[src/hw/issue_pkg.sv]
package issue_pkg;

  // Sizing
  localparam int TAG_WIDTH   = 6;                 // 64 physical tags
  localparam int ALU_ENTRIES = 4;                 // ALU bank depth
  localparam int MUL_ENTRIES = 2;                 // Multiply bank depth

  // Physical register tag
  typedef logic [TAG_WIDTH-1:0] tag_t;

  // Functional unit class
  typedef enum logic {
    FU_ALU = 1'b0,                                // Simple integer ops
    FU_MUL = 1'b1                                 // Multiplier ops
  } fu_t;

  // ALU opcodes
  typedef enum logic [2:0] {
    ADD = 3'd0,                                   // Also the idle value on issue
    SUB = 3'd1,
    AND = 3'd2,
    OR  = 3'd3,
    XOR = 3'd4,
    SLT = 3'd5,                                   // Signed compare
    SLL = 3'd6,
    SRL = 3'd7
  } alu_op_t;

  // Multiply opcodes
  typedef enum logic [1:0] {
    MUL    = 2'd0,                                // Low half, idle value on issue
    MULH   = 2'd1,                                // High half signed x signed
    MULHU  = 2'd2,                                // High half unsigned x unsigned
    MULHSU = 2'd3                                 // High half signed x unsigned
  } mul_op_t;

endpackage

[src/hw/rs_bank.sv]
`timescale 1ns/1ps

module rs_bank #(
  parameter type            payload_t = logic [2:0],       // Opcode type held per entry
  parameter int             ENTRIES   = 4,                 // Entry count
  parameter issue_pkg::fu_t BANK_FU   = issue_pkg::FU_ALU  // Class this bank accepts
) (
  input  logic              clock,
  input  logic              reset,
  // Dispatch side
  input  logic              dispatch_valid,
  input  issue_pkg::fu_t    dispatch_fu,
  output logic              bank_dispatch_ready,
  input  issue_pkg::tag_t   dispatch_tag,
  input  issue_pkg::tag_t   dispatch_src1_tag,
  input  issue_pkg::tag_t   dispatch_src2_tag,
  input  logic              dispatch_src1_ready,
  input  logic              dispatch_src2_ready,
  input  payload_t          dispatch_payload,
  // Completion broadcast
  input  logic              cdb_valid,
  input  issue_pkg::tag_t   cdb_tag,
  // Request toward the selector
  output logic              req_valid,
  output issue_pkg::tag_t   req_tag,
  output issue_pkg::tag_t   req_src1_tag,
  output issue_pkg::tag_t   req_src2_tag,
  output payload_t          req_payload,
  input  logic              grant
);

  import issue_pkg::*;

  // Entry storage
  logic [ENTRIES-1:0] busy;                      // Entry holds a waiting instruction
  logic [ENTRIES-1:0] src1_rdy;                  // Source 1 value available
  logic [ENTRIES-1:0] src2_rdy;                  // Source 2 value available
  tag_t               entry_tag  [ENTRIES];      // Destination tag
  tag_t               entry_src1 [ENTRIES];      // Source 1 tag
  tag_t               entry_src2 [ENTRIES];      // Source 2 tag
  payload_t           entry_payload [ENTRIES];   // Opcode

  // Wakeup and selection
  logic [ENTRIES-1:0] wake1;                     // CDB hits source 1 this cycle
  logic [ENTRIES-1:0] wake2;                     // CDB hits source 2 this cycle
  logic [ENTRIES-1:0] ready_mask;                // Busy with both sources ready
  logic [ENTRIES-1:0] pick_sel;                  // Lowest ready entry, one-hot
  logic [ENTRIES-1:0] lock_sel;                  // Entry held under back-pressure
  logic [ENTRIES-1:0] req_sel;                   // Entry currently offered
  logic [ENTRIES-1:0] free_mask;                 // Not busy at cycle start
  logic [ENTRIES-1:0] fill_sel;                  // Lowest free entry, one-hot
  logic [ENTRIES-1:0] busy_next;
  logic               accept;                    // Dispatch lands here this edge
  logic               disp_wake1;                // Broadcast during dispatch
  logic               disp_wake2;

  // CDB compare per entry, each source against its own tag
  always_comb begin
    for (int i = 0; i < ENTRIES; i++) begin
      wake1[i]      = cdb_valid && (entry_src1[i] == cdb_tag);
      wake2[i]      = cdb_valid && (entry_src2[i] == cdb_tag);
      ready_mask[i] = busy[i] && (src1_rdy[i] || wake1[i]) && (src2_rdy[i] || wake2[i]);
    end
  end

  assign pick_sel  = ready_mask & (~ready_mask + 1'b1);  // Isolate lowest set bit
  assign req_sel   = (|lock_sel) ? lock_sel : pick_sel;  // Locked entry keeps the port
  assign req_valid = |req_sel;

  // One-hot mux of the offered entry
  always_comb begin
    req_tag      = '0;
    req_src1_tag = '0;
    req_src2_tag = '0;
    req_payload  = payload_t'('0);
    for (int i = 0; i < ENTRIES; i++) begin
      if (req_sel[i]) begin
        req_tag      = entry_tag[i];
        req_src1_tag = entry_src1[i];
        req_src2_tag = entry_src2[i];
        req_payload  = entry_payload[i];
      end
    end
  end

  // Dispatch acceptance
  assign free_mask           = ~busy;
  assign fill_sel            = free_mask & (~free_mask + 1'b1);  // Lowest free entry
  assign bank_dispatch_ready = (dispatch_fu == BANK_FU) && (|free_mask);
  assign accept              = dispatch_valid && bank_dispatch_ready;
  assign disp_wake1          = cdb_valid && (dispatch_src1_tag == cdb_tag);
  assign disp_wake2          = cdb_valid && (dispatch_src2_tag == cdb_tag);

  // Granted entry leaves, accepted dispatch arrives
  always_comb begin
    busy_next = busy;
    if (grant) begin
      busy_next = busy_next & ~req_sel;
    end
    if (accept) begin
      busy_next = busy_next | fill_sel;
    end
  end

  always_ff @(posedge clock) begin
    if (reset) begin
      busy     <= '0;
      lock_sel <= '0;
    end else begin
      busy     <= busy_next;
      lock_sel <= (req_valid && !grant) ? req_sel : '0;  // Hold choice until granted
    end
  end

  // Entry contents
  always_ff @(posedge clock) begin
    for (int i = 0; i < ENTRIES; i++) begin
      if (accept && fill_sel[i]) begin
        entry_tag[i]     <= dispatch_tag;
        entry_src1[i]    <= dispatch_src1_tag;
        entry_src2[i]    <= dispatch_src2_tag;
        entry_payload[i] <= dispatch_payload;
        src1_rdy[i]      <= dispatch_src1_ready || disp_wake1;  // Same-cycle broadcast counts
        src2_rdy[i]      <= dispatch_src2_ready || disp_wake2;
      end else begin
        if (wake1[i]) begin
          src1_rdy[i] <= 1'b1;
        end
        if (wake2[i]) begin
          src2_rdy[i] <= 1'b1;
        end
      end
    end
  end

  // Selector only grants what we offer
  a_grant_needs_req: assert property (@(posedge clock) disable iff (reset)
    grant |-> req_valid);

  // Locked entry is never dropped
  a_lock_busy: assert property (@(posedge clock) disable iff (reset)
    (|lock_sel) |-> (|(lock_sel & busy)));

  // Request fields hold under back-pressure
  a_req_stable: assert property (@(posedge clock) disable iff (reset)
    (req_valid && !grant) |=> (req_valid && $stable(req_tag) && $stable(req_src1_tag)
                               && $stable(req_src2_tag) && $stable(req_payload)));

endmodule

[src/hw/issue_select.sv]
`timescale 1ns/1ps

module issue_select (
  input  logic                clock,
  input  logic                reset,
  // ALU bank request
  input  logic                alu_req_valid,
  input  issue_pkg::tag_t     alu_req_tag,
  input  issue_pkg::tag_t     alu_req_src1_tag,
  input  issue_pkg::tag_t     alu_req_src2_tag,
  input  issue_pkg::alu_op_t  alu_req_op,
  // Multiply bank request
  input  logic                mul_req_valid,
  input  issue_pkg::tag_t     mul_req_tag,
  input  issue_pkg::tag_t     mul_req_src1_tag,
  input  issue_pkg::tag_t     mul_req_src2_tag,
  input  issue_pkg::mul_op_t  mul_req_op,
  // Grants back to banks
  output logic                alu_grant,
  output logic                mul_grant,
  // Issue port
  output logic                issue_valid,
  input  logic                issue_ready,
  output issue_pkg::fu_t      issue_fu,
  output issue_pkg::tag_t     issue_tag,
  output issue_pkg::tag_t     issue_src1_tag,
  output issue_pkg::tag_t     issue_src2_tag,
  output issue_pkg::alu_op_t  issue_alu_op,
  output issue_pkg::mul_op_t  issue_mul_op
);

  import issue_pkg::*;

  logic prio_mul;       // Multiply bank wins the next tie
  logic hold;           // Port stalled last cycle
  logic hold_mul;       // Winner of the stalled cycle
  logic pick_mul;       // Current winner is the multiply bank
  logic transfer;       // Issue handshake completes

  // Winner choice
  always_comb begin
    if (hold) begin
      pick_mul = hold_mul;                            // Keep stalled winner
    end else if (alu_req_valid && mul_req_valid) begin
      pick_mul = prio_mul;                            // Tie goes to last loser
    end else begin
      pick_mul = mul_req_valid;
    end
  end

  assign issue_valid = alu_req_valid || mul_req_valid;
  assign transfer    = issue_valid && issue_ready;
  assign alu_grant   = transfer && !pick_mul;
  assign mul_grant   = transfer && pick_mul;

  // Field mux, other class opcode zeroed
  assign issue_fu       = pick_mul ? FU_MUL : FU_ALU;
  assign issue_tag      = pick_mul ? mul_req_tag      : alu_req_tag;
  assign issue_src1_tag = pick_mul ? mul_req_src1_tag : alu_req_src1_tag;
  assign issue_src2_tag = pick_mul ? mul_req_src2_tag : alu_req_src2_tag;
  assign issue_alu_op   = pick_mul ? ADD        : alu_req_op;
  assign issue_mul_op   = pick_mul ? mul_req_op : MUL;

  always_ff @(posedge clock) begin
    if (reset) begin
      prio_mul <= 1'b0;
      hold     <= 1'b0;
      hold_mul <= 1'b0;
    end else begin
      if (transfer) begin
        prio_mul <= !pick_mul;                        // Loser gets the next tie
      end
      hold     <= issue_valid && !issue_ready;
      hold_mul <= pick_mul;
    end
  end

  // Single winner per transfer
  a_one_grant: assert property (@(posedge clock) disable iff (reset)
    !(alu_grant && mul_grant));

  // Port contents hold until taken, relies on bank locking too
  a_issue_stable: assert property (@(posedge clock) disable iff (reset)
    (issue_valid && !issue_ready) |=> (issue_valid && $stable(issue_fu)
      && $stable(issue_tag) && $stable(issue_src1_tag) && $stable(issue_src2_tag)
      && $stable(issue_alu_op) && $stable(issue_mul_op)));

endmodule

[src/hw/issue_stage.sv]
`timescale 1ns/1ps

module issue_stage (
  input  logic                clock,
  input  logic                reset,
  // Dispatch
  input  logic                dispatch_valid,
  output logic                dispatch_ready,
  input  issue_pkg::fu_t      dispatch_fu,
  input  issue_pkg::tag_t     dispatch_tag,
  input  issue_pkg::tag_t     dispatch_src1_tag,
  input  logic                dispatch_src1_ready,
  input  issue_pkg::tag_t     dispatch_src2_tag,
  input  logic                dispatch_src2_ready,
  input  issue_pkg::alu_op_t  dispatch_alu_op,
  input  issue_pkg::mul_op_t  dispatch_mul_op,
  // CDB
  input  logic                cdb_valid,
  input  issue_pkg::tag_t     cdb_tag,
  // Issue
  output logic                issue_valid,
  input  logic                issue_ready,
  output issue_pkg::fu_t      issue_fu,
  output issue_pkg::tag_t     issue_tag,
  output issue_pkg::tag_t     issue_src1_tag,
  output issue_pkg::tag_t     issue_src2_tag,
  output issue_pkg::alu_op_t  issue_alu_op,
  output issue_pkg::mul_op_t  issue_mul_op
);

  import issue_pkg::*;

  // ALU bank to selector
  logic    alu_dispatch_ready;
  logic    alu_req_valid;
  tag_t    alu_req_tag;
  tag_t    alu_req_src1_tag;
  tag_t    alu_req_src2_tag;
  alu_op_t alu_req_op;
  logic    alu_grant;

  // Multiply bank to selector
  logic    mul_dispatch_ready;
  logic    mul_req_valid;
  tag_t    mul_req_tag;
  tag_t    mul_req_src1_tag;
  tag_t    mul_req_src2_tag;
  mul_op_t mul_req_op;
  logic    mul_grant;

  assign dispatch_ready = alu_dispatch_ready || mul_dispatch_ready;  // Only matching class can be high

  rs_bank #(
    .payload_t (alu_op_t),
    .ENTRIES   (ALU_ENTRIES),
    .BANK_FU   (FU_ALU)
  ) alu_bank (
    .clock               (clock),
    .reset               (reset),
    .dispatch_valid      (dispatch_valid),
    .dispatch_fu         (dispatch_fu),
    .bank_dispatch_ready (alu_dispatch_ready),
    .dispatch_tag        (dispatch_tag),
    .dispatch_src1_tag   (dispatch_src1_tag),
    .dispatch_src2_tag   (dispatch_src2_tag),
    .dispatch_src1_ready (dispatch_src1_ready),
    .dispatch_src2_ready (dispatch_src2_ready),
    .dispatch_payload    (dispatch_alu_op),
    .cdb_valid           (cdb_valid),
    .cdb_tag             (cdb_tag),
    .req_valid           (alu_req_valid),
    .req_tag             (alu_req_tag),
    .req_src1_tag        (alu_req_src1_tag),
    .req_src2_tag        (alu_req_src2_tag),
    .req_payload         (alu_req_op),
    .grant               (alu_grant)
  );

  rs_bank #(
    .payload_t (mul_op_t),
    .ENTRIES   (MUL_ENTRIES),
    .BANK_FU   (FU_MUL)
  ) mul_bank (
    .clock               (clock),
    .reset               (reset),
    .dispatch_valid      (dispatch_valid),
    .dispatch_fu         (dispatch_fu),
    .bank_dispatch_ready (mul_dispatch_ready),
    .dispatch_tag        (dispatch_tag),
    .dispatch_src1_tag   (dispatch_src1_tag),
    .dispatch_src2_tag   (dispatch_src2_tag),
    .dispatch_src1_ready (dispatch_src1_ready),
    .dispatch_src2_ready (dispatch_src2_ready),
    .dispatch_payload    (dispatch_mul_op),
    .cdb_valid           (cdb_valid),
    .cdb_tag             (cdb_tag),
    .req_valid           (mul_req_valid),
    .req_tag             (mul_req_tag),
    .req_src1_tag        (mul_req_src1_tag),
    .req_src2_tag        (mul_req_src2_tag),
    .req_payload         (mul_req_op),
    .grant               (mul_grant)
  );

  issue_select select (
    .clock            (clock),
    .reset            (reset),
    .alu_req_valid    (alu_req_valid),
    .alu_req_tag      (alu_req_tag),
    .alu_req_src1_tag (alu_req_src1_tag),
    .alu_req_src2_tag (alu_req_src2_tag),
    .alu_req_op       (alu_req_op),
    .mul_req_valid    (mul_req_valid),
    .mul_req_tag      (mul_req_tag),
    .mul_req_src1_tag (mul_req_src1_tag),
    .mul_req_src2_tag (mul_req_src2_tag),
    .mul_req_op       (mul_req_op),
    .alu_grant        (alu_grant),
    .mul_grant        (mul_grant),
    .issue_valid      (issue_valid),
    .issue_ready      (issue_ready),
    .issue_fu         (issue_fu),
    .issue_tag        (issue_tag),
    .issue_src1_tag   (issue_src1_tag),
    .issue_src2_tag   (issue_src2_tag),
    .issue_alu_op     (issue_alu_op),
    .issue_mul_op     (issue_mul_op)
  );

endmodule

[config.mk]
export PLATFORM = sky130hd
export DESIGN_NAME = issue_stage
export DESIGN_NICKNAME = d
export VERILOG_FILES = /design/src/hw/issue_pkg.sv /design/src/hw/rs_bank.sv /design/src/hw/issue_select.sv /design/src/hw/issue_stage.sv
export SDC_FILE = /design/constraint.sdc
export NUM_CORES = 1
export LEC_CHECK = 0
export ABC_AREA = 1
export BUFFER_PORTS_ARGS = -buffer_cell sky130_fd_sc_hd__buf_2
export CELL_PAD_IN_SITES_DETAIL_PLACEMENT = 1
export CELL_PAD_IN_SITES_GLOBAL_PLACEMENT = 1
export CORE_ASPECT_RATIO = 1.75
export CORE_MARGIN = 1
export CORE_UTILIZATION = 45
export DETAILED_ROUTE_END_ITERATION = 8
export PLACE_DENSITY = 0.79
export SKIP_CTS_REPAIR_TIMING = 1
export SLEW_MARGIN = 25
export SYNTH_ARGS = -nofsm -noshare
export SYNTH_HDL_FRONTEND = slang
export SYNTH_SLANG_ARGS = --single-unit
[constraint.sdc]
create_clock -name clock -period 4.4 [get_ports clock]
set_input_delay 0.66 -clock clock [delete_from_list [all_inputs] [get_ports clock]]
set_output_delay 0.66 -clock clock [all_outputs]
set_load 0.01 [all_outputs]
==> results list <==
- Fraction of power spent switching nets: between 20% and 30%
- Antenna diode count: 0
- Type of element capturing the critical path: output port
* Worst Tran Pin Value: around 1.0 ns
- Worst Skew: slightly below 0.008 ns
- The H-tree generated during clock tree synthesis spans 4 levels.
- The analysis attributes to cell leakage a power of about 3.6 nW.
* Period utilization: roughly 95%
- Min Tclk post-route: 4.17 ns
- In this run the power density over the cells is 403 mW/mm^2.
- First-pass GRT wire length: 38100 um
- Counting flops with a built-in enable in the synthesized netlist gives approximately 140.
- Counting every instance in the synthesized netlist gives just over 800.
- For this run, the number of Yosys warnings is 0.
- The pre-antenna-repair detailed-routing pass consisted of 5 iterations.
* Status: complete, no violations
- Total global routing overflow: 0
* Arr. time, crit path: roughly 3.5 ns
- Combinational logic burns a little under a tenth of the power.
* Global-route track usage on met1: between 30% and 40%
- Clock-pin slew on the worst setup and hold paths: about 0.060 ns
* Setup-failing EPs final: 0
* Largest area contributor in the netlist: sky130_fd_sc_hd__edfxtp_1
* Fraction of registers with async set/reset: 0%
- The number of pins with negative max-slew slack in the final report is 0.
- Summed over its instances, the top area cell type makes up 52.7% of the synthesized netlist area.
- The die covers about 0.018 mm^2.
* Horizontal die dimension: between 100 and 150 um
* Cell types with the largest area share after synthesis: sky130_fd_sc_hd__edfxtp_1 (53%), sky130_fd_sc_hd__nand2_1 (9.3%), sky130_fd_sc_hd__inv_1 (4.1%)
- Post-route cell area: 0.00894 mm^2
* DRT antenna net count: 0
- Slew HR: a little under a third
* Final hold slack: roughly 0.42 ns
- Sequential cells account for 44.9% of the total power.
- RSZ-0062 raised after global routing: no
- Count of final hold-check violations: 0
* Power share of the clock group: between 40 and 50%
- Filler Cells Inserted: roughly 2000
* Number of antenna violations at the first check in global routing: 0
- Crit Path Class: input port to output port
- Area of the core: ~0.017 mm^2
- Global Route met3 Usage: 4.70%
- Most repeated cell in the gate-level netlist after synthesis: sky130_fd_sc_hd__nand2_1
* Peak Freq: 0.240 GHz
- Area Growth Syn to Fin: 15.2%
* Netlist area before placement: approximately 0.0078 mm^2
* Launching element type of the critical path: input port
- The critical path contains buffers and inverters numbering 6 combined.
* Number of design rule violations left after detail routing: 0
- The later pin in the worst-skew pair is clocked with a latency of 0.43 ns.
- Counting every sink on the clock net gives between 150 and 200.
- Once detailed placement completed, the half-perimeter wirelength came to 17800 um.
* Via count normalized by instance count: between 5 and 6
- Hold Crit Class: input port to register
- WL/cell: about 22 um
- Vias in the first global route: 6867
* DR vias: roughly 6300
* GRT Overall Usage: a little under a third
- Maximum count of clock buffers along a single path: 2
* Syn Area/Cell: 9.46 um^2
- Starting DRC count in detailed routing: roughly 400
- Cell breakdown of the critical path: buf_2 -> inv_2 -> a21oi_1 -> nand2_1 -> nor2_1 -> nand2_1 -> nand2_1 -> inv_1 -> nor2_1 -> nand3_1 -> nand2_2 -> inv_1 -> buf_4 -> nand3_1 -> o21ai_0 -> o21ai_0 -> a21oi_2 -> buf_2
* Number of max-capacitance violations reported: 0
* Top delay family on crit path: buffers and inverters
* Weighted congestion at the end of routability-driven global placement: roughly 0.93
- Number of buffers added by the clock tree synthesis step: 17
- Distinct cell type count after synthesis: 47
- Reported net switching power: ~0.84 mW
* Reg-to-reg setup timing slack: approximately 1.8 ns
* Final #Nets: between 900 and 1000
* Crit path required time: approximately 3.7 ns
* Maximum net fanout on the critical path: 15
- Measured along the y axis, the die boundary spans 176 um.
- The largest single stage delay on the critical path is roughly 0.38 ns.
- Sequential cell area fraction in the yosys report: between 50% and 60%
- Largest voltage drop on the vdd net: around 0.00028 V
- Internal power summed over all cells: about 2.8 mW
- Instance area after placement: around 0.0083 mm^2
* TritonCTS clock tree: built
- When the netlist entered floorplanning its net count stood at ~860.
- Global-route met2 utilization: between 50% and 60%
- Counting flops and latches in the post-synthesis netlist gives between 150 and 200.
- Most crowded layer after global routing: met2
* Most common cell type on the critical path: sky130_fd_sc_hd__nand2_1
- Most used flip-flop cell after synthesis: sky130_fd_sc_hd__edfxtp_1
- Wires add up to between 20000 and 25000 um.
- Sorting the synthesized cells by how often they occur yields sky130_fd_sc_hd__nand2_1 (192), sky130_fd_sc_hd__edfxtp_1 (136), sky130_fd_sc_hd__inv_1 (84).
* Port Buffer Count: 62
- The initial utilization of the core area, before any placement, comes to 46.0%.
- The tree is rooted in a sky130_fd_sc_hd__clkbuf_16.
- Entering global routing, the biggest net connects 29 pins.
* Worst path slowest cell: sky130_fd_sc_hd__o21ai_0
- The floorplan has 63 rows.
- TNS Setup: 0 ns
* I/O pin count: 63
* Proportion of layout cells with a drive suffix above 1: a little over a fifth
## layout by cell type, fill, tap and decap left out, drive strengths merged
cell        n
edfxtp    136
xor2        8
nor2       91
or2         2
nand2     201
o211ai      5
nand4      11
xnor2      10
bufinv      6
a31oi       1
a31o        7
o21ai      60
a2111oi     1
o221ai      1
nor3        4
clkinv      5
dfxtp      15
a21oi      66
a221oi      2
buf        78
o2111ai     1
clkinvlp    3
o21bai      3
inv        92
o22ai      10
clkbuf     18
a41oi       1
nand3      56
## power by group through the flow
stage / combinational, mW / clock [mW] / sequential, mW
2_1_floorplan: 0.209 / 0 / 1.64
3_3_place_gp: 0.328 / 0 / 1.64
3_5_place_dp: 0.335 / 0 / 1.65
4_1_cts: 0.340 / 1.65 / 1.62
5_1_grt: 0.367 / 1.70 / 1.62
6_report: 0.340 / 1.64 / 1.62
## flip-flops by register name, indices dropped and copies added (netlist names)
signal                  flops
mul_bank.src1_rdy           2
select.hold                 1
select.hold_mul             1
alu_bank.src1_rdy           4
mul_bank.busy               2
select.prio_mul             1
alu_bank.lock_sel           4
alu_bank.entry_payload     12
alu_bank.entry_src1        24
mul_bank.src2_rdy           2
alu_bank.entry_tag         24
alu_bank.busy               4
mul_bank.entry_src1        12
alu_bank.src2_rdy           4
alu_bank.entry_src2        24
mul_bank.entry_tag         12
mul_bank.lock_sel           2
mul_bank.entry_src2        12
mul_bank.entry_payload      4
## worst reg2reg max path, cell delays in order (launching register included)
cell and delay [ns]:
sky130_fd_sc_hd__edfxtp_1 0.50, sky130_fd_sc_hd__inv_1 0.10, sky130_fd_sc_hd__nand2_1 0.07, sky130_fd_sc_hd__nand2_1 0.08, sky130_fd_sc_hd__nand3_1 0.12, sky130_fd_sc_hd__o21bai_1 0.17, sky130_fd_sc_hd__nand2_1 0.09, sky130_fd_sc_hd__nor2_2 0.17
sky130_fd_sc_hd__nand2_2 0.12, sky130_fd_sc_hd__nor2_4 0.11, sky130_fd_sc_hd__nor2_4 0.05, sky130_fd_sc_hd__nand3_4 0.09, sky130_fd_sc_hd__nand2_2 0.06, sky130_fd_sc_hd__nand2_4 0.10, sky130_fd_sc_hd__nand2_8 0.14, sky130_fd_sc_hd__inv_6 0.31
sky130_fd_sc_hd__o21ai_2 0.12, sky130_fd_sc_hd__a21oi_1 0.15
## cells by family after synthesis
group,count (synthesis),synth area share [%]
AND/OR/NAND/NOR,365,21.3
flip-flops,151,56.5
XOR/XNOR,18,2.03
AO/OA/AOI/OAI,158,12.5
buffers and inverters,128,7.63
## metal layers
layer  share of wire, %  routed length, um  vias to the layer above
li1                   -                  -                     2892
met3                3.6                890                      109
met2                 54              13400                      232
met1                 35               8620                     3106
met5                  0                  0                        -
met4                8.1               2010                        0
## worst paths after layout
path / startpoint / endpoint / cells after the start
hold / removal: dispatch_mul_op[0] / mul_bank.entry_payload[0][2] / 1
setup / recovery: cdb_tag[4] / issue_src2_tag[2] / 18
hold reg to reg: mul_bank.busy[1] / mul_bank.busy[1] / 2
setup reg to reg: alu_bank.entry_src2[3][4] / select.prio_mul / 17
## stage by stage
step                      cells  setup WS (ns)  util, %  power (mW)
after global routing       1121         0.0949     53.0        3.69
after global placement     1090          0.332     49.0        1.97
final                      1121          0.229     53.0        3.60
after detailed placement   1090          0.334     49.1        1.98
after floorplan             820           1.12        -        1.85
after CTS                  1121          0.304     53.0        3.61
## layout make-up
cell class	count	area [um^2]	share of cell area, %
Timing Repair Buffer	78	455	5.10
Multi-Input combinational cell	541	2800	31.3
Clock buffer	18	429	4.80
Inverter	93	359	4.02
Clock inverter	13	229	2.56
Tap cell	227	284	3.18
Sequential cell	151	4380	49.1
Power figures use the tool's default switching activity.
